`src/hw/ps2_mouse_params.svh`:
```
`ifndef PS2_MOUSE_PARAMS_SVH
`define PS2_MOUSE_PARAMS_SVH

// idle counter, timeout when top three bits are all ones (~1.1 ms @ 25 MHz)
`define PS2_TIMER_BITS 15

// clock filter depth in cycles
`define PS2_FILTER_LEN 6

// receive register, ack frame plus a 4-byte report
`define PS2_RX_BITS 42
// transmit register, start + data + parity
`define PS2_TX_BITS 10
// bits captured for one command, host frame tail + ack + response byte
`define PS2_ACK_BITS 21

// axis position widths
`define PS2_X_BITS 11
`define PS2_Y_BITS 11
`define PS2_Z_BITS 11

`endif

```
`src/hw/ps2_line_timer.sv`:
```
`default_nettype none

`include "ps2_mouse_params.svh"

module ps2_line_timer (
  input  logic clk,
  input  logic arst_n,
  input  logic ps2_clk_in, // raw mouse clock, async
  input  logic req,        // host is pulling clock low
  output logic shift,      // filtered falling edge
  output logic timeout     // idle count reached
);

  logic [`PS2_FILTER_LEN-1:0] filter; // clock history, newest in bit 0
  logic [`PS2_TIMER_BITS-1:0] count;  // cycles since last edge or timeout

  always_ff @(posedge clk or negedge arst_n) begin
    if (!arst_n) begin
      filter <= '1; // idle line is high
      count  <= '0;
    end else begin
      filter <= {filter[`PS2_FILTER_LEN-2:0], ps2_clk_in};
      count  <= (shift || timeout) ? '0 : count + 1'b1; // restart on activity
    end
  end

  // one high sample followed by a run of lows, glitches shorter than that are dropped
  // edges caused by our own clock-low request are ignored
  assign shift = !req && (filter == {1'b1, {(`PS2_FILTER_LEN-1){1'b0}}});

  assign timeout = &count[`PS2_TIMER_BITS-1 -: 3]; // top three bits set

  // a mouse frame never starts exactly on the idle timeout cycle
  a_shift_timeout_excl : assert property (
    @(posedge clk) disable iff (!arst_n)
    !(shift && timeout)
  );

endmodule

`default_nettype wire

```
`config.mk`:
```
export PLATFORM = sky130hd
export DESIGN_NAME = ps2_line_timer
export DESIGN_NICKNAME = d
export VERILOG_FILES = /design/src/hw/ps2_line_timer.sv
export VERILOG_INCLUDE_DIRS = /design/src /design/src/hw
export SDC_FILE = /design/constraint.sdc
export NUM_CORES = 1
export LEC_CHECK = 0
export ABC_AREA = 1
export BUFFER_PORTS_ARGS = -buffer_cell sky130_fd_sc_hd__buf_4
export CAP_MARGIN = 20
export CORE_ASPECT_RATIO = 0.9
export CORE_UTILIZATION = 53
export DETAILED_ROUTE_END_ITERATION = 10
export PLACE_DENSITY = 0.76
export SLEW_MARGIN = 30
export SYNTH_ARGS = -nofsm -noshare
export SYNTH_HDL_FRONTEND = slang
export SYNTH_SLANG_ARGS = --single-unit
```
`constraint.sdc`:
```
create_clock -name clk -period 1.75 [get_ports clk]
set_clock_uncertainty 0.1 [all_clocks]
set_input_delay 0.2625 -clock clk [delete_from_list [all_inputs] [get_ports clk]]
set_output_delay 0.2625 -clock clk [all_outputs]
set_load 0.005 [all_outputs]
```
Word-level counts from Yosys, hierarchy flattened
Cells that the tools add are included.
{"block": "word_totals", "in_bits": 4, "out_inout_bits": 2, "reg_bits": 21, "wordCells": 9}
{"block": "op_classes", "eq_ne": 1, "muxes": 1, "add_sub_neg": 1, "reduce_logical": 4}
{"op": "adder 15 x 1 -> 15 bit, second input constant", "count": 1}
{"op": "2-to-1 mux 15 bit", "count": 1}
{"op": "equality test 6 bit, second input constant", "count": 1}
{"op": "AND reduction 3 bit", "count": 1}
{"op": "logical AND 1 bit", "count": 1}
{"op": "logical NOT 1 bit", "count": 1}
{"op": "logical OR 1 bit", "count": 1}

Logic depth before layout (Yosys ltp)
{"block": "depth", "depth_word": 4, "mapped_depth": 7}

Worst setup path before layout
OpenSTA, ideal clock, no wires.
{"block": "synth_timing", "kind": "register to register", "startpoint": "register count[0]", "endpoint": "register count[8]", "setup_ns": 0.125, "path_stages_with_launch": 7, "slack_ns": 0.494, "arrival_ns": 1.031, "period_less_slack_ns": 1.256, "cell_sequence": "dfrtp_1 > ha_1 > nand2_2 > nor2_4 > nand2_1 > xor2_1 > nor2_2"}
{"block": "synth_via", "elab_chain_len": 2}
{"element": "start: declaration", "line": "ps2_line_timer.sv:15", "rtl": "logic [`PS2_TIMER_BITS-1:0] count;"}
{"element": "start signal: assignment", "line": "ps2_line_timer.sv:23", "rtl": "count <= (shift || timeout) ? '0 : count + 1'b1;"}
{"element": "adder 15 x 1 -> 15 bit", "line": "ps2_line_timer.sv:23"}
{"element": "2-to-1 mux 15 bit", "line": "ps2_line_timer.sv:23"}
Every way passes these cells.

Worst setup path after layout
{"block": "layout_timing", "startpoint": "register filter[5]", "endpoint": "output shift"}
{"block": "layout_via", "elab_chain_len": 2}
{"element": "start: declaration", "line": "ps2_line_timer.sv:14", "rtl": "logic [`PS2_FILTER_LEN-1:0] filter;"}
{"element": "start signal: assignment", "line": "ps2_line_timer.sv:22", "rtl": "filter <= {filter[`PS2_FILTER_LEN-2:0], ps2_clk_in};"}
{"element": "equality test 6 bit", "line": "ps2_line_timer.sv:29", "rtl": "assign shift = !req && (filter == {1'b1, {(`PS2_FILTER_LEN-1){1'b0}}});"}
{"element": "logical AND 1 bit", "line": "ps2_line_timer.sv:29"}
{"element": "end: declaration", "line": "ps2_line_timer.sv:10", "rtl": "output logic shift,"}
Every way passes these cells.

==> summary.md <==
| Metric | Value |
|---|---|
| Crit path kind | reg2out |
| Status | completed |
| Die area | 0.00210 mm² |
| Clock Sinks | 21 |
| Most common flop cell mapped by yosys | dfrtp_1 |
| Die Ht | 43.6 µm |
| Root buf cell | clkbuf_4 |
| Fmax | 604 MHz |
| Sequential area share after synthesis | 52.3% |
| Area contributors post-synth | dfrtp_1 37%, dfstp_2 15%, nor2_1 9.6% |
| Largest net degree at the start of global routing | 22 |
| Fin crit share | 94.6% |
| Post-Synthesis Cells | 117 |
| Mapped Area | 0.00102 mm² |
| ANT cells | 0 |
| Cell Int Power | 822 µW |
| CTS tree | yes |
| Syn-to-layout area delta | 11.4% |
| Final hold vios | 0 |
| First-pass GRT wire length | 2.92 mm |
| DRC | 0 |
| Lkg Pwr | 0.000527 µW |
| Layout cells sized above 1 | 25.0% |
| Gr ovfl total | 0 |
| Clk pwr share | 18.2% |
| CTS Buffer Depth | 2 |
| Final Power | 1280 µW |
| Buffers added on ports | 5 |
| First-pass detailed-route iteration total | 4 |
| Slew Viols, Final | 0 |
| Top post-synthesis cells by count | 26 x nor2_1, 24 x nand2_1, 15 x dfrtp_1 |
| Synth area leader | dfrtp_1 |
| Total track usage | 20.4% |
| PwrDens | 1130 mW/mm² |
| CP Launch Type | flip-flop |
| DRT Wirelength | 1.72 mm |
| Synth Warn # | 0 |
| Vias/cell | 4.96 |
| Comb pwr share | 26.3% |
| H-tree depth | 1 |
| Synth unique cells | 19 |
| Core ar. | 0.00173 mm² |
| Post-synth top area share | 36.8% |
| Tmin final | 1.66 ns |
| Worst-Skew Late Latency | 0.31 ns |
| Ports | 6 |
| Mapped Nets | 122 |
| Seq cells post-synth | 21 |
| Vias in the first global route | 680 |
| DP HPWL | 1.27 mm |
| Starting Density | 58.8% |
| Fin Setup TNS | 0 ns |
| Max_slew headroom | 79.3% |
| Hold crit path type | in2async |
| RSZ-0062 raised after global routing | false |
| Fin nets | 134 |
| Post-synth EDFFs | 0 |
| Total CTS buffers | 3 |
| Least-Margin Pin Slew | 0.310 ns |
| DR WL/cell | 11.3 µm |
| Initial antenna violation count | 0 |
| P_sw | 456 µW |
| Endpoints failing setup | 0 |
| Reg power frac | 55.5% |
| Clock-pin slew on the worst setup and hold paths | 0.11 ns |
| Final antenna-violating net count | 0 |
| Crit path max fanout | 2 |
| Most common cell in the netlist | nor2_1 |
| Asr flop ratio synth | 100% |
| Std cell rows | 14 |
| GP Congestion | 0.880 |
| Die X-Extent | 48.2 µm |
| CP Data Required Time | 1.39 ns |
| DR iter-0 viols | 13 |
| Peak supply drop | 0.000777 V |
| Arrival time at the worst endpoint | 1.29 ns |
| Vias | 754 |
| Mean Syn Cell Area | 8.72 µm² |
| Max-Cap Viols | 0 |
| Sw frac | 35.7% |
| Crit. End Element | primary output |
-- metrics by stage --
stage                     cell area (µm²)  worst slack (ns)  cells  util [%]  hold WS [ns]
final                                1140            0.0940    152      65.5         0.253
after global routing                 1140            0.0192    152      65.5         0.280
after detailed placement             1090             0.395    146      62.7        0.0567
after global placement               1090             0.426    146      62.7        0.0534
after floorplan                      1020             0.494    117         -        -0.133
after CTS                            1130            0.0468    152      65.4         0.252
-- worst max-delay path, cell delays in order (launching register included) --
cell and delay (ns):
dfstp_2 0.54, nand3b_1 0.15, nor2_2 0.16, buf_4 0.13
-- timing repair --
item,4_1_cts,5_1_grt
buffers inserted,0,0
hold buffers,2,0
setup endpoints to repair,0,1
endpoints found under the hold margin,22,0
resized for setup,0,1
-- path summary, 6_finish.rpt --
path | startpoint | to | slack [ns] | cells past startpoint
min | arst_n | count[7]$_DFF_PN0_ | 0.25 | 2
min reg2reg | filter[0]$_DFF_PN1_ | filter[1]$_DFF_PN1_ | 0.27 | 0
max in group asynchronous | arst_n | filter[0]$_DFF_PN1_ | 1.03 | 2
max | filter[5]$_DFF_PN1_ | shift | 0.09 | 3
max reg2reg | count[0]$_DFF_PN0_ | count[12]$_DFF_PN0_ | 0.38 | 7
min in group clk | filter[0]$_DFF_PN1_ | filter[1]$_DFF_PN1_ | 0.27 | 0
-- sequential cells by signal (all words and copies together), names as in the netlist --
name    cells
count      15
filter      6
-- layout make-up --
cell class / count / area [µm²]
Fill cell: 141 / 598
Sequential cell: 21 / 533
Multi-Input combinational cell: 83 / 440
Timing Repair Buffer: 7 / 57.6
Inverter: 13 / 48.8
Tap cell: 24 / 30.0
Clock buffer: 4 / 26.3
-- power by group through the flow --
stage	Sequential [µW]	Clock [µW]	Combinational [µW]
after CTS	713	240	339
after detailed placement	723	0	332
after global placement	717	0	323
after global routing	727	258	388
after floorplan	698	0	277
final	710	233	336
-- per-layer routing --
metal  share of wire [%]  track usage [%]
met5                   0                0
met4                 1.6             8.33
met3                 4.0             6.25
met2                  46             29.3
met1                  49             28.2
-- cell families (layout without fill, tap and decap cells) --
group,count (synthesis),in the layout,share of synthesized area [%]
AO/OA/AOI/OAI,3,3,2.82
XOR/XNOR,2,2,1.72
adder cells (fa/ha/maj),1,1,1.23
buffers and inverters,13,24,4.78
flip-flops,21,21,52.3
AND/OR/NAND/NOR,77,77,37.2
-- placed cells by master, fill, tap and decap left out --
master         instances
nor2_1                25
nand2_1               24
dfrtp_1               15
inv_1                 12
dfstp_2                6
nor2_2                 5
nand3_1                5
buf_4                  5
nand2_2                4
nor2_4                 3
nor3_1                 3
clkbuf_4               3
nand3b_1               2
nand3_2                2
nand4_1                2
xor2_1                 2
a21oi_1                2
nor3_2                 2
dlygate4sd3_1          2
inv_2                  1
o21bai_4               1
ha_1                   1
clkbuf_1               1
Power figures use the tool's default switching activity.
