### src/hw/ps2_mouse_params.svh
`ifndef PS2_MOUSE_PARAMS_SVH
`define PS2_MOUSE_PARAMS_SVH

// idle counter, timeout when top three bits are all ones (~1.1 ms @ 25 MHz)
`define PS2_TIMER_BITS 15

// clock filter depth in cycles
`define PS2_FILTER_LEN 6

// receive register, ack frame plus a 4-byte report
`define PS2_RX_BITS 42
// transmit register, start + data + parity
`define PS2_TX_BITS 10
// bits captured for one command, host frame tail + ack + response byte
`define PS2_ACK_BITS 21

// axis position widths
`define PS2_X_BITS 11
`define PS2_Y_BITS 11
`define PS2_Z_BITS 11

`endif

### src/hw/ps2_mouse_pkg.sv
`default_nettype none

`include "ps2_mouse_params.svh"

package ps2_mouse_pkg;

  // absolute positions, two's complement, wrap on overflow
  typedef logic signed [`PS2_X_BITS-1:0] x_pos_t;
  typedef logic signed [`PS2_Y_BITS-1:0] y_pos_t;
  typedef logic signed [`PS2_Z_BITS-1:0] z_pos_t;

  typedef logic [8:0] init_cmd_t; // {odd parity, data byte}

  localparam int NUM_CMDS = 7;

  // enable reporting, then sample rate 200, 100, 80 to unlock the wheel
  localparam init_cmd_t INIT_CMDS [NUM_CMDS] = '{
    9'h0F4, // enable data reporting
    9'h1F3, // set sample rate
    9'h0C8, // 200
    9'h1F3,
    9'h064, // 100
    9'h1F3,
    9'h150  // 80
  };

  typedef enum logic [1:0] {
    RESET_WAIT, // idle after reset until first timeout
    REQUEST,    // host holds clock low
    TRANSFER,   // command bits out, ack frame in
    RUN         // streaming reports
  } seq_state_t;

endpackage

`default_nettype wire

### src/hw/ps2_link_if.sv
`default_nettype none

`include "ps2_mouse_params.svh"

interface ps2_link_if;
  import ps2_mouse_pkg::*;

  logic                    req;      // clock-low request level
  init_cmd_t               cmd;      // current init command with parity
  logic                    run;      // init done, report mode
  logic                    done;     // one-cycle end-of-frame pulse
  logic [`PS2_RX_BITS-1:0] rx_frame; // receive shift register contents

  // sequencer side
  modport seq (
    output req, cmd, run,
    input  done
  );

  // shift register side
  modport shift (
    input  req, cmd, run,
    output done, rx_frame
  );

  // report decoder only listens
  modport mon (
    input done, run, rx_frame
  );

endinterface

`default_nettype wire

### src/hw/ps2_frame_shifter.sv
`default_nettype none

`include "ps2_mouse_params.svh"

module ps2_frame_shifter (
  input  logic      clk,
  input  logic      arst_n,
  input  logic      shift,      // filtered falling clock edge
  input  logic      timeout,    // line idle
  input  logic      ps2_dat_in, // mouse data line
  ps2_link_if.shift link,
  output logic      tx_bit      // 0 pulls data low
);
  import ps2_mouse_pkg::*;

  // marker bit position once a command ack frame is complete
  localparam int ACK_POS = `PS2_RX_BITS - `PS2_ACK_BITS;

  logic [`PS2_TX_BITS-1:0] tx_reg; // lsb goes out first
  logic [`PS2_RX_BITS-1:0] rx_reg; // filled with ones and new bits enter at msb
  logic                    end_bit;
  seq_state_t              phase;  // link phase as seen from this side

  // the start bit (0) of the first byte acts as the end marker
  // when it arrives at its slot the frame is complete
  assign end_bit = link.run ? !rx_reg[0] : !rx_reg[ACK_POS];

  assign link.done     = end_bit && timeout && !link.req;
  assign link.rx_frame = rx_reg;
  assign tx_bit        = tx_reg[0];

  always_ff @(posedge clk or negedge arst_n) begin
    if (!arst_n) begin
      tx_reg <= '1;
    end else if (link.run) begin
      tx_reg <= '1; // data line released for good
    end else if (link.req) begin
      tx_reg <= {link.cmd, 1'b0}; // start bit then command
    end else if (shift) begin
      tx_reg <= {1'b1, tx_reg[`PS2_TX_BITS-1:1]}; // ones fill in and release the stop bit
    end
  end

  always_ff @(posedge clk or negedge arst_n) begin
    if (!arst_n) begin
      rx_reg <= '1;
    end else if (link.done) begin
      rx_reg <= '1; // rearm the marker
    end else if (shift && !end_bit) begin
      rx_reg <= {ps2_dat_in, rx_reg[`PS2_RX_BITS-1:1]}; // trailing bits dropped
    end
  end

  assign phase = link.run ? RUN : (link.req ? REQUEST : TRANSFER);

  // the transmit register has shifted out by the last command and data stays released
  a_no_tx_in_run : assert property (
    @(posedge clk) disable iff (!arst_n)
    (phase == RUN) |-> tx_bit
  );

  // a new request only follows a completed frame and finds no stale receive bits
  a_rx_clear_on_req : assert property (
    @(posedge clk) disable iff (!arst_n)
    (phase == REQUEST) |-> &rx_reg
  );

endmodule

`default_nettype wire

### src/flat_wrapper.sv
// flat-port wrapper written by rule: the top's interface ports become plain ports
module ps2_frame_shifter_flat import ps2_mouse_pkg::*;
  (clk, arst_n, shift, timeout, ps2_dat_in, tx_bit, link_req, link_cmd, link_run, link_done, link_rx_frame);
  ps2_link_if link_i ();
  input  logic clk;
  input  logic arst_n;
  input  logic shift;
  input  logic timeout;
  input  logic ps2_dat_in;
  output logic tx_bit;
  input wire logic [$bits(link_i.req)-1:0] link_req;
  input wire logic [$bits(link_i.cmd)-1:0] link_cmd;
  input wire logic [$bits(link_i.run)-1:0] link_run;
  output wire logic [$bits(link_i.done)-1:0] link_done;
  output wire logic [$bits(link_i.rx_frame)-1:0] link_rx_frame;
  assign link_i.req = link_req;
  assign link_i.cmd = link_cmd;
  assign link_i.run = link_run;
  assign link_done = link_i.done;
  assign link_rx_frame = link_i.rx_frame;
  ps2_frame_shifter u_core (.clk(clk), .arst_n(arst_n), .shift(shift), .timeout(timeout), .ps2_dat_in(ps2_dat_in), .link(link_i), .tx_bit(tx_bit));
endmodule
### config.mk
export PLATFORM = sky130hd
export DESIGN_NAME = ps2_frame_shifter_flat
export DESIGN_NICKNAME = d
export VERILOG_FILES = /design/src/hw/ps2_mouse_pkg.sv /design/src/hw/ps2_link_if.sv /design/src/hw/ps2_frame_shifter.sv /design/src/flat_wrapper.sv
export VERILOG_INCLUDE_DIRS = /design/src /design/src/hw
export SDC_FILE = /design/constraint.sdc
export NUM_CORES = 1
export LEC_CHECK = 0
export BUFFER_PORTS_ARGS = -buffer_cell sky130_fd_sc_hd__buf_2
export CAP_MARGIN = 20
export CORE_AREA = 4 4 71 73
export CTS_CLUSTER_SIZE = 20
export DETAILED_ROUTE_END_ITERATION = 12
export DIE_AREA = 0 0 75 77
export GPL_ROUTABILITY_DRIVEN = 0
export PLACE_DENSITY = 0.85
export SETUP_SLACK_MARGIN = 0.3
export SLEW_MARGIN = 30
export SYNTH_ARGS = -nofsm -noshare
export SYNTH_HDL_FRONTEND = slang
export SYNTH_SLANG_ARGS = --single-unit
### constraint.sdc
create_clock -name clk -period 2.7 [get_ports clk]
set_clock_uncertainty 0.2 [all_clocks]
set_input_delay 0.27 -clock clk [delete_from_list [all_inputs] [get_ports clk]]
set_output_delay 0.27 -clock clk [all_outputs]
set_load 0.005 [all_outputs]
Yosys cells after proc, flatten, opt, wreduce, memory -nomap -nowiden. Index checks and enable logic that the tools add are counted.

Logic and storage cells: 17. Register bits: 52. Output and inout port bits: 44. Input bits: 16.

Mux-type cells: 6. Reductions and logical operators: 9.

Operator list (number): 42-bit two-way mux (2); 10-bit two-way mux (3); 1-bit zero test (4); 1-bit logical AND (3); 3-bit nonzero test (1); 2-bit nonzero test (1); 1-bit two-way mux (1).

Longest topological paths before layout.
Word-level depth: 6. Gate-level depth with buffers: 5. Depth with buffers taken out: 3.

Worst setup path before layout. No wires, ideal clock.

Kind: register -> register. Start point: reg u_core.rx_reg[21], in the netlist u_core.link.rx_frame[21]. End point: reg u_core.rx_reg[32], in the netlist u_core.link.rx_frame[32]. Library setup time: 0.080 ns. Data required time: 2.420 ns. Path slack: 1.027 ns. Arrival: 1.394 ns. Buffers on the path: 1. Stages on the path, launching flop included: 5. Clock period less this slack: 1.673 ns. Cell sequence: dfstp_2 mux2_4 mux2_4 buf_6 o22a_1.

Longest elaborated chain between the ends: 5. Elaborated cells between the ends (all ways): 8. Classes of those cells: 2 x mux; 6 x reduce/logical.

Ends and longest elaborated chain: from (decl) (line ps2_frame_shifter.sv:20) `` logic [`PS2_RX_BITS-1:0] rx_reg; ``; from (signal assigned) (line ps2_frame_shifter.sv:50) `` rx_reg <= {ps2_dat_in, rx_reg[`PS2_RX_BITS-1:1]}; ``; 1-bit zero test (*) (line ps2_frame_shifter.sv:26) `assign end_bit = link.run ? !rx_reg[0] : !rx_reg[ACK_POS];`; 1-bit two-way mux (*) (line ps2_frame_shifter.sv:26); 1-bit logical AND / 1-bit zero test (equally long branches) (line ps2_frame_shifter.sv:28, ps2_frame_shifter.sv:49); 1-bit logical AND (on tied branches) (line ps2_frame_shifter.sv:28, ps2_frame_shifter.sv:49); 42-bit two-way mux / 2-bit nonzero test (equally long branches).

Every way passes the cells marked *; elsewhere a longest branch is shown, timed or not. A chain may end at the register's enable or synchronous reset.

Worst setup path after layout.
Start point: reg u_core.rx_reg[21], in the netlist u_core.link.rx_frame[21]. End point: out link_done.

Longest elaborated chain between the ends: 4.

Ends and longest elaborated chain: 1-bit zero test (line ps2_frame_shifter.sv:26); 1-bit two-way mux (line ps2_frame_shifter.sv:26); 1-bit logical AND (2 in a row) (line ps2_frame_shifter.sv:28) `assign link.done = end_bit && timeout && !link.req;`; to (decl) (line flat_wrapper.sv:14) `output wire logic [$bits(link_i.done)-1:0] link_done;`.

No other way between the ends.

==> out/qor.txt <==
DP HPWL -> 3.04 mm
kind of critical path -> flop to output pin
worst slew pin tran -> 0.643 ns
peak supply drop -> 0.000647 V
hold path depth -> 3
post-layout net count -> 252
clock-pin slew on the worst setup and hold paths -> 0.09 ns
Final Total Pwr -> 2940 µW
post-detailed-route via-to-cell ratio -> 5.74
largest net degree at the start of global routing -> 53
GR Util All Layers -> 0.173
Post-DP Area -> 2640 µm²
Final WS setup -> 0.566 ns
Lkg Pwr -> 0.00128 µW
Max Fclk -> 469 MHz
vias in the first global route -> 1645
die area -> 5780 µm²
final instance area -> 2780 µm²
clk sink count -> 52
Fillers -> 331
final number of max-transition violations -> 0
Vias -> 1652
row count -> 24
Routed WL per cell -> 16.4 µm
Syn Nets -> 193
Critical Path Start Type -> flop
first-pass GRT wire length -> 7.85 mm
Cells after Synth -> 177
Netlist cell types -> 22
sequential-to-total area share from yosys stat -> 0.588
final WL -> 4.71 mm
Port-buffer cells -> 59
final core occ -> 0.638
Clk Latency, worst-skew pair -> 0.30 ns
CTS H-tree lvls -> 2
PwrDens -> 1060 nW/µm²
CP Capture Type -> output pin
Post-CTS Setup Inserts -> 0
max cap viols -> 0
final hold violations -> 0
fin crit share -> 0.790
I/O pin total -> 60
post-place setup slack -> 0.732 ns
clock root cell -> clkbuf_8
Hold WC Path Type -> input port to flop
WP data required -> 2.23 ns
starting density of the core -> 0.534
Ant. Diodes -> 0
total negative setup slack -> 0 ns
Tmin final -> 2.13 ns
Synthesis Warnings -> 0
max reg flops -> 42
RSZ-0062 raised after global routing -> false
Max FO, Critical Path -> 27
die width -> 75 µm
clock buffer depth -> 2
CTS tree -> yes
share of cells above drive strength 1 -> 0.559
drt first pass iters -> 4
final antenna-violating net count -> 0
cell count of the worst reg-to-reg path -> 4
core area -> 4350 µm²
mean post-synth cell area -> 13.1 µm²
setup violators final -> 0
Slew Limit Headroom -> 0.571
initial DRC count -> 110
status -> finished clean
initial antenna violation count -> 0
Area Overhead vs Synth -> 19.5%
Critical Path AT -> 1.66 ns
height of the chip -> 77 µm
Yosys reg bits -> 52
CTS Buf Count -> 5
Overflow after GRT -> 0
DRC -> 0
Post-Syn Area -> 2320 µm²
layout make-up:
cell class	count	area (µm²)	area share
Sequential cell	52	1370	0.492
Clock buffer	5	68.8	0.0248
Tap cell	52	65.1	0.0234
Timing Repair Buffer	68	380	0.137
Multi-Input combinational cell	109	883	0.318
Clock inverter	2	12.5	0.00451
path summary, 6_finish.rpt:
kind,startpoint,slack [ns],end
worst min-delay path,link_cmd[2],0.02,u_core.tx_reg[3]
worst max-delay path,u_core.link.rx_frame[21],0.57,link_done
min in group asynchronous,arst_n,0.13,u_core.link.rx_frame[37]
worst max register to register,u_core.link.rx_frame[21],0.80,u_core.link.rx_frame[24]
worst min register to register,u_core.link.rx_frame[32],0.33,u_core.link.rx_frame[32]
max in group asynchronous,arst_n,2.11,u_core.tx_reg[5]
metrics by stage:
| stage | hold slack (ns) | instances |
|---|---|---|
| 2_1_floorplan | -0.0778 | 177 |
| 3_3_place_gp | 0.300 | 275 |
| 3_5_place_dp | 0.305 | 275 |
| 4_1_cts | 0.00501 | 288 |
| 5_1_grt | 0.0164 | 288 |
| 6_report | 0.0153 | 288 |
power breakdown:
group,leakage [µW],switching [µW],internal (µW)
Sequential,0.000548,235,1280
Combinational,0.000692,449,556
Clock,0.0000400,241,176
metal layers:
| layer | vias to the layer above | GRT usage | share of wire |
|---|---|---|---|
| met2 | 42 | 0.267 | 0.50 |
| met4 | 0 | 0.0623 | 0.017 |
| met3 | 8 | 0.0549 | 0.061 |
| li1 | 776 | - | - |
| met1 | 826 | 0.225 | 0.42 |
| met5 | - | 0 | 0 |
repair_timing:
| action | 4_1_cts | 5_1_grt |
|---|---|---|
| endpoints found under the setup margin | 0 | 0 |
| gates resized for setup | 0 | 0 |
| hold buffers | 6 | 0 |
| hold endpoints to repair | 6 | 0 |
kinds of logic after synthesis:
family,after synthesis,synth area share
buffers and inverters,16,0.0328
AOI/OAI and AO/OA,47,0.172
and+or+nand+nor,42,0.112
muxes,20,0.0948
DFF,52,0.588
cells in the mapped netlist, drive strengths merged:
cell type  instances  area, µm²
nor3b              1       7.51
clkbuf             7       26.3
o22a              16        140
dfstp             52       1370
a311oi             1       8.76
nor3               2       10.0
nand2              1       3.75
and3              24        150
nand2b             9       56.3
nor2b              4       25.0
mux2              10        120
nand3b             1       7.51
mux2i             10        100
a221oi             1       8.76
o21ai              2       10.0
a211o             24        210
o21bai             2       15.0
buf                9       50.0
a211oi             1       7.51
worst max-delay path, cell delays in order, from the launching register on:
cell and delay (ns):
dfstp_2 0.41, mux2_4 0.39, nor2b_2 0.36, buf_2 0.19
cells in the final DEF, fill, tap and decap left out, drive strengths merged, types with 2 or more instances in the layout:
| cell | Yosys | final |
|---|---|---|
| and3 | 24 | 24 |
| dfstp | 52 | 52 |
| mux2 | 10 | 10 |
| a211o | 24 | 24 |
| buf | 9 | 62 |
| nand2b | 9 | 9 |
| o21bai | 2 | 2 |
| dlygate4sd3 | 0 | 6 |
| clkbuf | 7 | 5 |
| nor3 | 2 | 2 |
| o21ai | 2 | 2 |
| mux2i | 10 | 10 |
| o22a | 16 | 16 |
| nor2b | 4 | 4 |
Power figures use the tool's default switching activity.
