`src/hw/ps2_mouse_params.svh`:
```
`ifndef PS2_MOUSE_PARAMS_SVH
`define PS2_MOUSE_PARAMS_SVH

// idle counter, timeout when top three bits are all ones (~1.1 ms @ 25 MHz)
`define PS2_TIMER_BITS 15

// clock filter depth in cycles
`define PS2_FILTER_LEN 6

// receive register, ack frame plus a 4-byte report
`define PS2_RX_BITS 42
// transmit register, start + data + parity
`define PS2_TX_BITS 10
// bits captured for one command, host frame tail + ack + response byte
`define PS2_ACK_BITS 21

// axis position widths
`define PS2_X_BITS 11
`define PS2_Y_BITS 11
`define PS2_Z_BITS 11

`endif

```
`src/hw/ps2_mouse_pkg.sv`:
```
`default_nettype none

`include "ps2_mouse_params.svh"

package ps2_mouse_pkg;

  // absolute positions, two's complement, wrap on overflow
  typedef logic signed [`PS2_X_BITS-1:0] x_pos_t;
  typedef logic signed [`PS2_Y_BITS-1:0] y_pos_t;
  typedef logic signed [`PS2_Z_BITS-1:0] z_pos_t;

  typedef logic [8:0] init_cmd_t; // {odd parity, data byte}

  localparam int NUM_CMDS = 7;

  // enable reporting, then sample rate 200, 100, 80 to unlock the wheel
  localparam init_cmd_t INIT_CMDS [NUM_CMDS] = '{
    9'h0F4, // enable data reporting
    9'h1F3, // set sample rate
    9'h0C8, // 200
    9'h1F3,
    9'h064, // 100
    9'h1F3,
    9'h150  // 80
  };

  typedef enum logic [1:0] {
    RESET_WAIT, // idle after reset until first timeout
    REQUEST,    // host holds clock low
    TRANSFER,   // command bits out, ack frame in
    RUN         // streaming reports
  } seq_state_t;

endpackage

`default_nettype wire

```
`src/hw/ps2_link_if.sv`:
```
`default_nettype none

`include "ps2_mouse_params.svh"

interface ps2_link_if;
  import ps2_mouse_pkg::*;

  logic                    req;      // clock-low request level
  init_cmd_t               cmd;      // current init command with parity
  logic                    run;      // init done, report mode
  logic                    done;     // one-cycle end-of-frame pulse
  logic [`PS2_RX_BITS-1:0] rx_frame; // receive shift register contents

  // sequencer side
  modport seq (
    output req, cmd, run,
    input  done
  );

  // shift register side
  modport shift (
    input  req, cmd, run,
    output done, rx_frame
  );

  // report decoder only listens
  modport mon (
    input done, run, rx_frame
  );

endinterface

`default_nettype wire

```
`src/hw/pos_accumulator.sv`:
```
`default_nettype none

module pos_accumulator #(
  parameter type pos_t    = logic signed [7:0],
  parameter bit  subtract = 1'b0 // 1 for axes counted against the sensor
) (
  input  logic clk,
  input  logic arst_n,
  input  logic run,   // cleared outside run mode
  input  logic step,  // one report absorbed
  input  pos_t delta,
  output pos_t pos
);

  always_ff @(posedge clk or negedge arst_n) begin
    if (!arst_n) begin
      pos <= '0;
    end else if (!run) begin
      pos <= '0;
    end else if (step) begin
      pos <= subtract ? pos - delta : pos + delta; // wraps at type width
    end
  end

endmodule

`default_nettype wire

```
`src/hw/ps2_report_decoder.sv`:
```
`default_nettype none

`include "ps2_mouse_params.svh"

module ps2_report_decoder (
  input  logic                   clk,
  input  logic                   arst_n,
  ps2_link_if.mon                link,
  output ps2_mouse_pkg::x_pos_t  x,
  output ps2_mouse_pkg::y_pos_t  y,
  output ps2_mouse_pkg::z_pos_t  z,
  output logic [2:0]             btn
);
  import ps2_mouse_pkg::*;

  logic [`PS2_RX_BITS-1:0] rx;
  x_pos_t dx;
  y_pos_t dy;
  z_pos_t dz;

  assign rx = link.rx_frame;

  // report bits: 3:1 buttons, 5/6 x/y sign, 7/8 x/y overflow
  // 19:12 x delta, 30:23 y delta, 37:34 wheel
  assign dx = {{(`PS2_X_BITS-8){rx[5]}}, rx[7] ? 8'h00 : rx[19:12]}; // overflow keeps sign only
  assign dy = {{(`PS2_Y_BITS-8){rx[6]}}, rx[8] ? 8'h00 : rx[30:23]};
  assign dz = {{(`PS2_Z_BITS-4){rx[37]}}, rx[37:34]}; // 4-bit signed wheel

  pos_accumulator #(.pos_t(x_pos_t), .subtract(1'b0)) i_acc_x (
    .clk, .arst_n, .run(link.run), .step(link.done), .delta(dx), .pos(x)
  );

  // mouse y is up-positive, screen y grows downwards
  pos_accumulator #(.pos_t(y_pos_t), .subtract(1'b1)) i_acc_y (
    .clk, .arst_n, .run(link.run), .step(link.done), .delta(dy), .pos(y)
  );

  pos_accumulator #(.pos_t(z_pos_t), .subtract(1'b0)) i_acc_z (
    .clk, .arst_n, .run(link.run), .step(link.done), .delta(dz), .pos(z)
  );

  always_ff @(posedge clk or negedge arst_n) begin
    if (!arst_n) btn <= '0;
    else if (!link.run) btn <= '0;
    else if (link.done) btn <= rx[3:1]; // {middle, right, left}
  end

endmodule

`default_nettype wire

```
`src/flat_wrapper.sv`:
```
// flat-port wrapper written by rule: the top's interface ports become plain ports
module ps2_report_decoder_flat import ps2_mouse_pkg::*;
  (clk, arst_n, x, y, z, btn, link_done, link_run, link_rx_frame);
  ps2_link_if link_i ();
  input  logic clk;
  input  logic arst_n;
  output ps2_mouse_pkg::x_pos_t x;
  output ps2_mouse_pkg::y_pos_t y;
  output ps2_mouse_pkg::z_pos_t z;
  output logic [2:0] btn;
  input wire logic [$bits(link_i.done)-1:0] link_done;
  input wire logic [$bits(link_i.run)-1:0] link_run;
  input wire logic [$bits(link_i.rx_frame)-1:0] link_rx_frame;
  assign link_i.done = link_done;
  assign link_i.run = link_run;
  assign link_i.rx_frame = link_rx_frame;
  ps2_report_decoder u_core (.clk(clk), .arst_n(arst_n), .link(link_i), .x(x), .y(y), .z(z), .btn(btn));
endmodule
```
`config.mk`:
```
export PLATFORM = sky130hd
export DESIGN_NAME = ps2_report_decoder_flat
export DESIGN_NICKNAME = d
export VERILOG_FILES = /design/src/hw/ps2_mouse_pkg.sv /design/src/hw/ps2_link_if.sv /design/src/hw/pos_accumulator.sv /design/src/hw/ps2_report_decoder.sv /design/src/flat_wrapper.sv
export VERILOG_INCLUDE_DIRS = /design/src /design/src/hw
export SDC_FILE = /design/constraint.sdc
export NUM_CORES = 1
export LEC_CHECK = 0
export ABC_CLOCK_PERIOD_IN_PS = 6130
export BUFFER_PORTS_ARGS = -buffer_cell sky130_fd_sc_hd__clkbuf_2
export CORE_ASPECT_RATIO = 1.25
export CORE_MARGIN = 2
export CORE_UTILIZATION = 58
export CTS_BUF_LIST = sky130_fd_sc_hd__clkbuf_8
export CTS_CLUSTER_SIZE = 16
export DETAILED_ROUTE_END_ITERATION = 8
export HOLD_SLACK_MARGIN = 0.15
export PLACE_DENSITY = 0.9
export SETUP_SLACK_MARGIN = 0.4
export SLEW_MARGIN = 20
export SYNTH_ARGS = -nofsm -noshare
export SYNTH_HDL_FRONTEND = slang
export SYNTH_SLANG_ARGS = --single-unit
```
`constraint.sdc`:
```
create_clock -name clk -period 6.13 [get_ports clk]
set_input_delay 0.613 -clock clk [delete_from_list [all_inputs] [get_ports clk]]
set_output_delay 0.613 -clock clk [all_outputs]
set_load 0.005 [all_outputs]
```
; Word level (Yosys, flattened, before mapping)
; Index checks and enable logic that the tools add are counted.
[totals]
ff_bits = 36
input_bits = 46
output_inout_bits = 36
elab_cells = 18
[op_classes]
addsub = 3
n_mux = 10
eq_ne = 1
[ops]
columns = operator, n
row1 = 11-bit two-way mux, 6
row2 = 8-bit two-way mux, 2
row3 = 11-bit by 4-bit adder with 11-bit output, 1
row4 = 11-bit by 9-bit adder with 11-bit output, 1
row5 = 11-bit by 9-bit subtractor with 11-bit output, 1
row6 = 3-bit two-way mux, 2
row7 = "2-bit inequality test, second input constant", 1

; Depth between registers and ports, before layout
[logic_depth]
word_depth = 4
mapped_depth = 9
depth_no_buf = 9

; Hierarchy
; A second synthesis with hierarchy kept.
[hier_totals]
hier_cells = 356
hier_area_um2 = 3093.0
[by_module_without_submodules]
columns = module, area_per_inst_um2, n_inst, cells_each, seq_area_each_um2
row1 = pos_accumulator at u_core.i_acc_x ..., 954.7, 2, 108, 275.3
row2 = pos_accumulator at u_core.i_acc_y, 959.7, 1, 115, 275.3
row3 = ps2_report_decoder, 224.0, 1, 25, 75.1

; Least setup slack after synthesis
; OpenSTA, ideal clock, no wires.
[synth_path]
path_kind = input-to-reg
startpoint = input link_rx_frame[12]
endpoint = register u_core.i_acc_x.pos[10] (netlist bit)
required_ps = 6051
arrival_ps = 2444
path_slack_ps = 3607
cell_stages = 9
setup_time_ps = 79
path_cell_list = nor2b_1 -> ha_1 -> fa_1 -> a211oi_1 -> o21bai_1 -> a21oi_1 -> nor4b_1 -> a211oi_1 -> mux2i_1
[synth_between]
elab_chain_len = 4
[synth_rtl]
columns = element, line_no
row1 = start: declaration, flat_wrapper.sv:13  ; input wire logic [$bits(link_i.rx_frame)-1:0] link_rx_frame;
row2 = 8-bit two-way mux, ps2_report_decoder.sv:25  ; assign dx = {{(`PS2_X_BITS-8){rx[5]}}, rx[7] ? 8'h00 : rx[19:12]};
row3 = 11-bit by 9-bit adder with 11-bit output, pos_accumulator.sv:21  ; pos <= subtract ? pos - delta : pos + delta;
row4 = 11-bit two-way mux, pos_accumulator.sv:20  ; end else if (step) begin
row5 = 11-bit two-way mux, pos_accumulator.sv:18  ; end else if (!run) begin
row6 = end signal: assignment, pos_accumulator.sv:21
row7 = end: declaration, pos_accumulator.sv:12  ; output pos_t pos
; Every way passes these cells. The select of a mux whose other input is x is not followed.
; A chain may end at the register's enable or synchronous reset.

; Worst setup path after layout
[layout_path]
startpoint = input link_done
endpoint = register u_core.i_acc_x.pos[10] (netlist bit)
[layout_between]
elab_chain_len = 1
[layout_rtl]
columns = element, line_no
row1 = start: declaration, flat_wrapper.sv:11  ; input wire logic [$bits(link_i.done)-1:0] link_done;
row2 = 2-bit inequality test (no source line), --
; Every way passes these cells.

==> impl_metrics.env <==
export IMPL_drt_wirelength_per_cell_um=14.6
export IMPL_crit_family="buffers and inverters"
export IMPL_comb_power_share_pct=39.6
export IMPL_hpwl_um=4800
export IMPL_maxCapViolations=0
export IMPL_fin_setup_tns_ns=0
export IMPL_grt_pass1_wl_um=10500
export IMPL_synth_edf_count=0
export IMPL_synthArstFlopShare_pct=100
export IMPL_hold_class="in2async"
export IMPL_core_area_mm2=0.00469
export IMPL_worst_path_max_fanout=37
export IMPL_synth_cells=316
export IMPL_io_buffer_count=66
export IMPL_min_period_over_period_pct=43.2
export IMPL_pre_cts_ws_ns=3.20
export IMPL_leakage_uw=0.00175
export IMPL_die_h_um=81.8
export IMPL_reg2reg_depth=8
export IMPL_max_slew_margin_pct=37.6
export IMPL_endpoint="u_core.i_acc_x.pos[10]$_DFFE_PN0P_"
export IMPL_synth_nets=395
export IMPL_core_rowCount=28
export IMPL_outcome="completed"
export IMPL_place_congestion=0.823
export IMPL_gr_usage_all_layers_pct=25.0
export IMPL_synth_seq_cells=36
export IMPL_fp_dieW_um=66.3
export IMPL_critPathArrivalTime_ns=2.81
export IMPL_ioPinCount=82
export IMPL_final_nets=459
export IMPL_rsz0062_at_grt="false"
export IMPL_antenna_left=0
export IMPL_sw_frac_of_total_pct=35.5
export IMPL_utilization_pct=69.6
export IMPL_setup_viol=0
export IMPL_p_int_uw=497
export IMPL_cts_tree="done"
export IMPL_cp_num_buf_inv=2
export IMPL_design_area_mm2=0.00327
export IMPL_netlist_area_mm2=0.00281
export IMPL_synth_warnings=0
export IMPL_p_sw_uw=274
export IMPL_cts_buffers=5
export IMPL_h_tree_depth=2
export IMPL_crit_chain="clkbuf_2 -> inv_1 -> or2_2 -> a211oi_1 -> a211oi_1 -> mux2i_1"
export IMPL_slowest_stage="clkbuf_2"
export IMPL_ctsHoldBuffers=0
export IMPL_tightest_slew_ns=0.936
export IMPL_initial_core_util_pct=59.9
export IMPL_cp_data_required_time_ns=6.30
export IMPL_timing_rr_end="u_core.i_acc_x.pos[10]$_DFFE_PN0P_"
export IMPL_cts_resized=0
export IMPL_n_antenna_cell=0
export IMPL_fmax_mhz=378
export IMPL_route_detailed_drc=0
export IMPL_slowest_delay_ns=0.69
export IMPL_final_layout_size_suffix_gt1_share_pct=19.7
export IMPL_area_growth_pct=16.3
export IMPL_hold_viol=0
export IMPL_worst_setup_path_type="in2reg"
export IMPL_grt_pass1_vias=2522
export IMPL_num_vias=2589
export IMPL_antenna_found_initial=0
export IMPL_grt_start_max_net_pins=38
export IMPL_totalWireLength_um=6430
export IMPL_cts_setup_buffers=0
export IMPL_r2r_setup_slack_ns=3.65
export IMPL_cts_sinks=36
export IMPL_overflow=0
export IMPL_path_depth=6
export IMPL_fin_worst_skew_ns=0.00658
export IMPL_place_area_mm2=0.00318
export IMPL_firstDrtPassIters=4
export IMPL_vias_per_cell=5.87
export IMPL_synth_avg_cell_area_um2=8.89
export IMPL_seq_area_frac_synth_pct=32.1
export IMPL_p_clk_share_pct=22.3
export IMPL_endpoint_kind="flop"
export IMPL_dr_first_iter_drc_count=107
export IMPL_vdd_drop_max_mv=0.159
export IMPL_maxSlewViolCount=0
export IMPL_power_per_cell_area_mw_per_mm2=236
export IMPL_clockBufferDepth=2
export IMPL_seqPwrFrac_pct=38.1
export IMPL_ctsRootBufferMaster="clkbuf_8"
export IMPL_dieArea_mm2=0.00542
export IMPL_cp_startpoint="link_done"
export IMPL_clk_pin_slew_worst_paths_ns=0.07
export IMPL_synth_ff_type="dfrtp_1"
export IMPL_r2r_start="u_core.i_acc_x.pos[0]$_DFFE_PN0P_"
export IMPL_min_period_ns=2.65
export IMPL_setup_ws_ns=3.48
export IMPL_clk_latency_ns=0.29
export IMPL_crit_top_cell="a211oi_1"
export IMPL_ys_types=47
export IMPL_crit_path_start_kind="input port"
==> placed cells by master (no fill, tap or decap), types with 2 or more instances in the layout <==
| cell type | Yosys | final |
|---|---|---|
| a211o_1 | 2 | 2 |
| a211oi_1 | 9 | 9 |
| a21o_1 | 13 | 13 |
| a21oi_1 | 23 | 23 |
| a31oi_1 | 6 | 6 |
| and3_1 | 3 | 3 |
| clkbuf_2 | 0 | 66 |
| clkbuf_8 | 0 | 6 |
| dfrtp_1 | 36 | 36 |
| fa_1 | 3 | 3 |
| ha_1 | 30 | 30 |
| inv_1 | 10 | 12 |
| mux2i_1 | 17 | 17 |
| nand2_1 | 24 | 24 |
| nand2b_1 | 12 | 12 |
| nand3_1 | 6 | 6 |
| nand4_1 | 2 | 2 |
| nor2_1 | 32 | 32 |
| nor2b_1 | 14 | 14 |
| nor3_1 | 6 | 6 |
| nor3b_1 | 3 | 3 |
| o21a_1 | 5 | 5 |
| o21ai_0 | 8 | 8 |
| o21ai_1 | 6 | 6 |
| o21bai_1 | 2 | 2 |
| o31a_1 | 4 | 4 |
| o31ai_1 | 2 | 2 |
| or3_1 | 2 | 2 |
| xnor2_1 | 6 | 6 |
| xor2_1 | 5 | 5 |
==> how the worst min path moves through the flow <==
stage                                      start                                 to  slack, ns  depth (start not counted)
2_1_floorplan                             arst_n          u_core.btn[0]$_DFFE_PN0P_       0.32                          0
3_3_place_gp           u_core.btn[0]$_DFFE_PN0P_          u_core.btn[0]$_DFFE_PN0P_       0.50                          2
3_5_place_dp   u_core.i_acc_x.pos[9]$_DFFE_PN0P_  u_core.i_acc_x.pos[9]$_DFFE_PN0P_       0.51                          2
4_1_cts                                   arst_n  u_core.i_acc_y.pos[6]$_DFFE_PN0P_       0.48                          1
5_1_grt                                   arst_n  u_core.i_acc_y.pos[7]$_DFFE_PN0P_       0.52                          1
6_report                                  arst_n  u_core.i_acc_y.pos[7]$_DFFE_PN0P_       0.45                          1
==> metrics by stage <==
stage | hold WS [ns] | std cells | power (µW)
after detailed placement | 0.514 | 433 | 601
after global placement | 0.501 | 433 | 585
after CTS | 0.476 | 441 | 776
final | 0.451 | 441 | 770
after floorplan | 0.317 | 316 | 508
after global routing | 0.521 | 441 | 825
==> cell type report <==
class                           instances  area, µm²
Fill cell                             396       1430
Multi-Input combinational cell        260       1830
Tap cell                               60       75.1
Sequential cell                        36        901
Timing Repair Buffer                   66        330
Inverter                               11       41.3
Clock buffer                            6       82.6
Clock inverter                          2       7.51
==> cell usage after synthesis (2+ instances only) <==
library cell / instances / area (µm²)
dfrtp_1: 36 / 901
nor2_1: 32 / 120
ha_1: 30 / 375
nand2_1: 24 / 90.1
a21oi_1: 23 / 115
mux2i_1: 17 / 170
nor2b_1: 14 / 87.6
a21o_1: 13 / 97.6
nand2b_1: 12 / 75.1
inv_1: 10 / 37.5
a211oi_1: 9 / 67.6
o21ai_0: 8 / 40.0
a31oi_1: 6 / 37.5
clkbuf_1: 6 / 22.5
nand3_1: 6 / 30.0
nor3_1: 6 / 30.0
o21ai_1: 6 / 30.0
xnor2_1: 6 / 52.6
o21a_1: 5 / 37.5
xor2_1: 5 / 43.8
o31a_1: 4 / 35.0
and3_1: 3 / 18.8
fa_1: 3 / 60.1
nor3b_1: 3 / 22.5
a211o_1: 2 / 17.5
buf_2: 2 / 10.0
nand4_1: 2 / 12.5
o21bai_1: 2 / 15.0
o31ai_1: 2 / 15.0
or3_1: 2 / 12.5
==> cells by family (layout without fill, tap and decap cells) <==
| kind of cell | after synthesis | count (layout) | synth area share, % |
|---|---|---|---|
| buffers and inverters | 20 | 85 | 2.76 |
| AOI/OAI and AO/OA | 87 | 87 | 20.1 |
| and+or+nand+nor | 112 | 112 | 20.1 |
| DFF | 36 | 36 | 32.1 |
| adders and majority gates | 33 | 33 | 15.5 |
| xor gates and xnor gates | 11 | 11 | 3.43 |
| muxes | 17 | 17 | 6.06 |
==> per-layer routing <==
| layer | up-vias | global-route usage [%] | wire [µm] |
|---|---|---|---|
| met3 | 13 | 4.93 | 267 |
| met4 | 0 | 11.2 | 131 |
| li1 | 1270 | - | - |
| met1 | 1241 | 27.9 | 2610 |
| met5 | - | 0 | 0 |
| met2 | 65 | 45.4 | 3420 |
==> power by group through the flow <==
stage,registers (µW),clock network [µW],logic (µW)
after global placement,296,0,288
after detailed placement,297,0,304
after CTS,293,177,306
after floorplan,296,0,213
final,293,172,305
after global routing,297,185,343
==> sequential cells by signal, indices dropped and copies added, names as in the netlist <==
| register | cells |
|---|---|
| u_core.i_acc_z.pos | 11 |
| u_core.btn | 3 |
| u_core.i_acc_x.pos | 11 |
| u_core.i_acc_y.pos | 11 |
No activity file was read; power rests on OpenSTA's default activity.
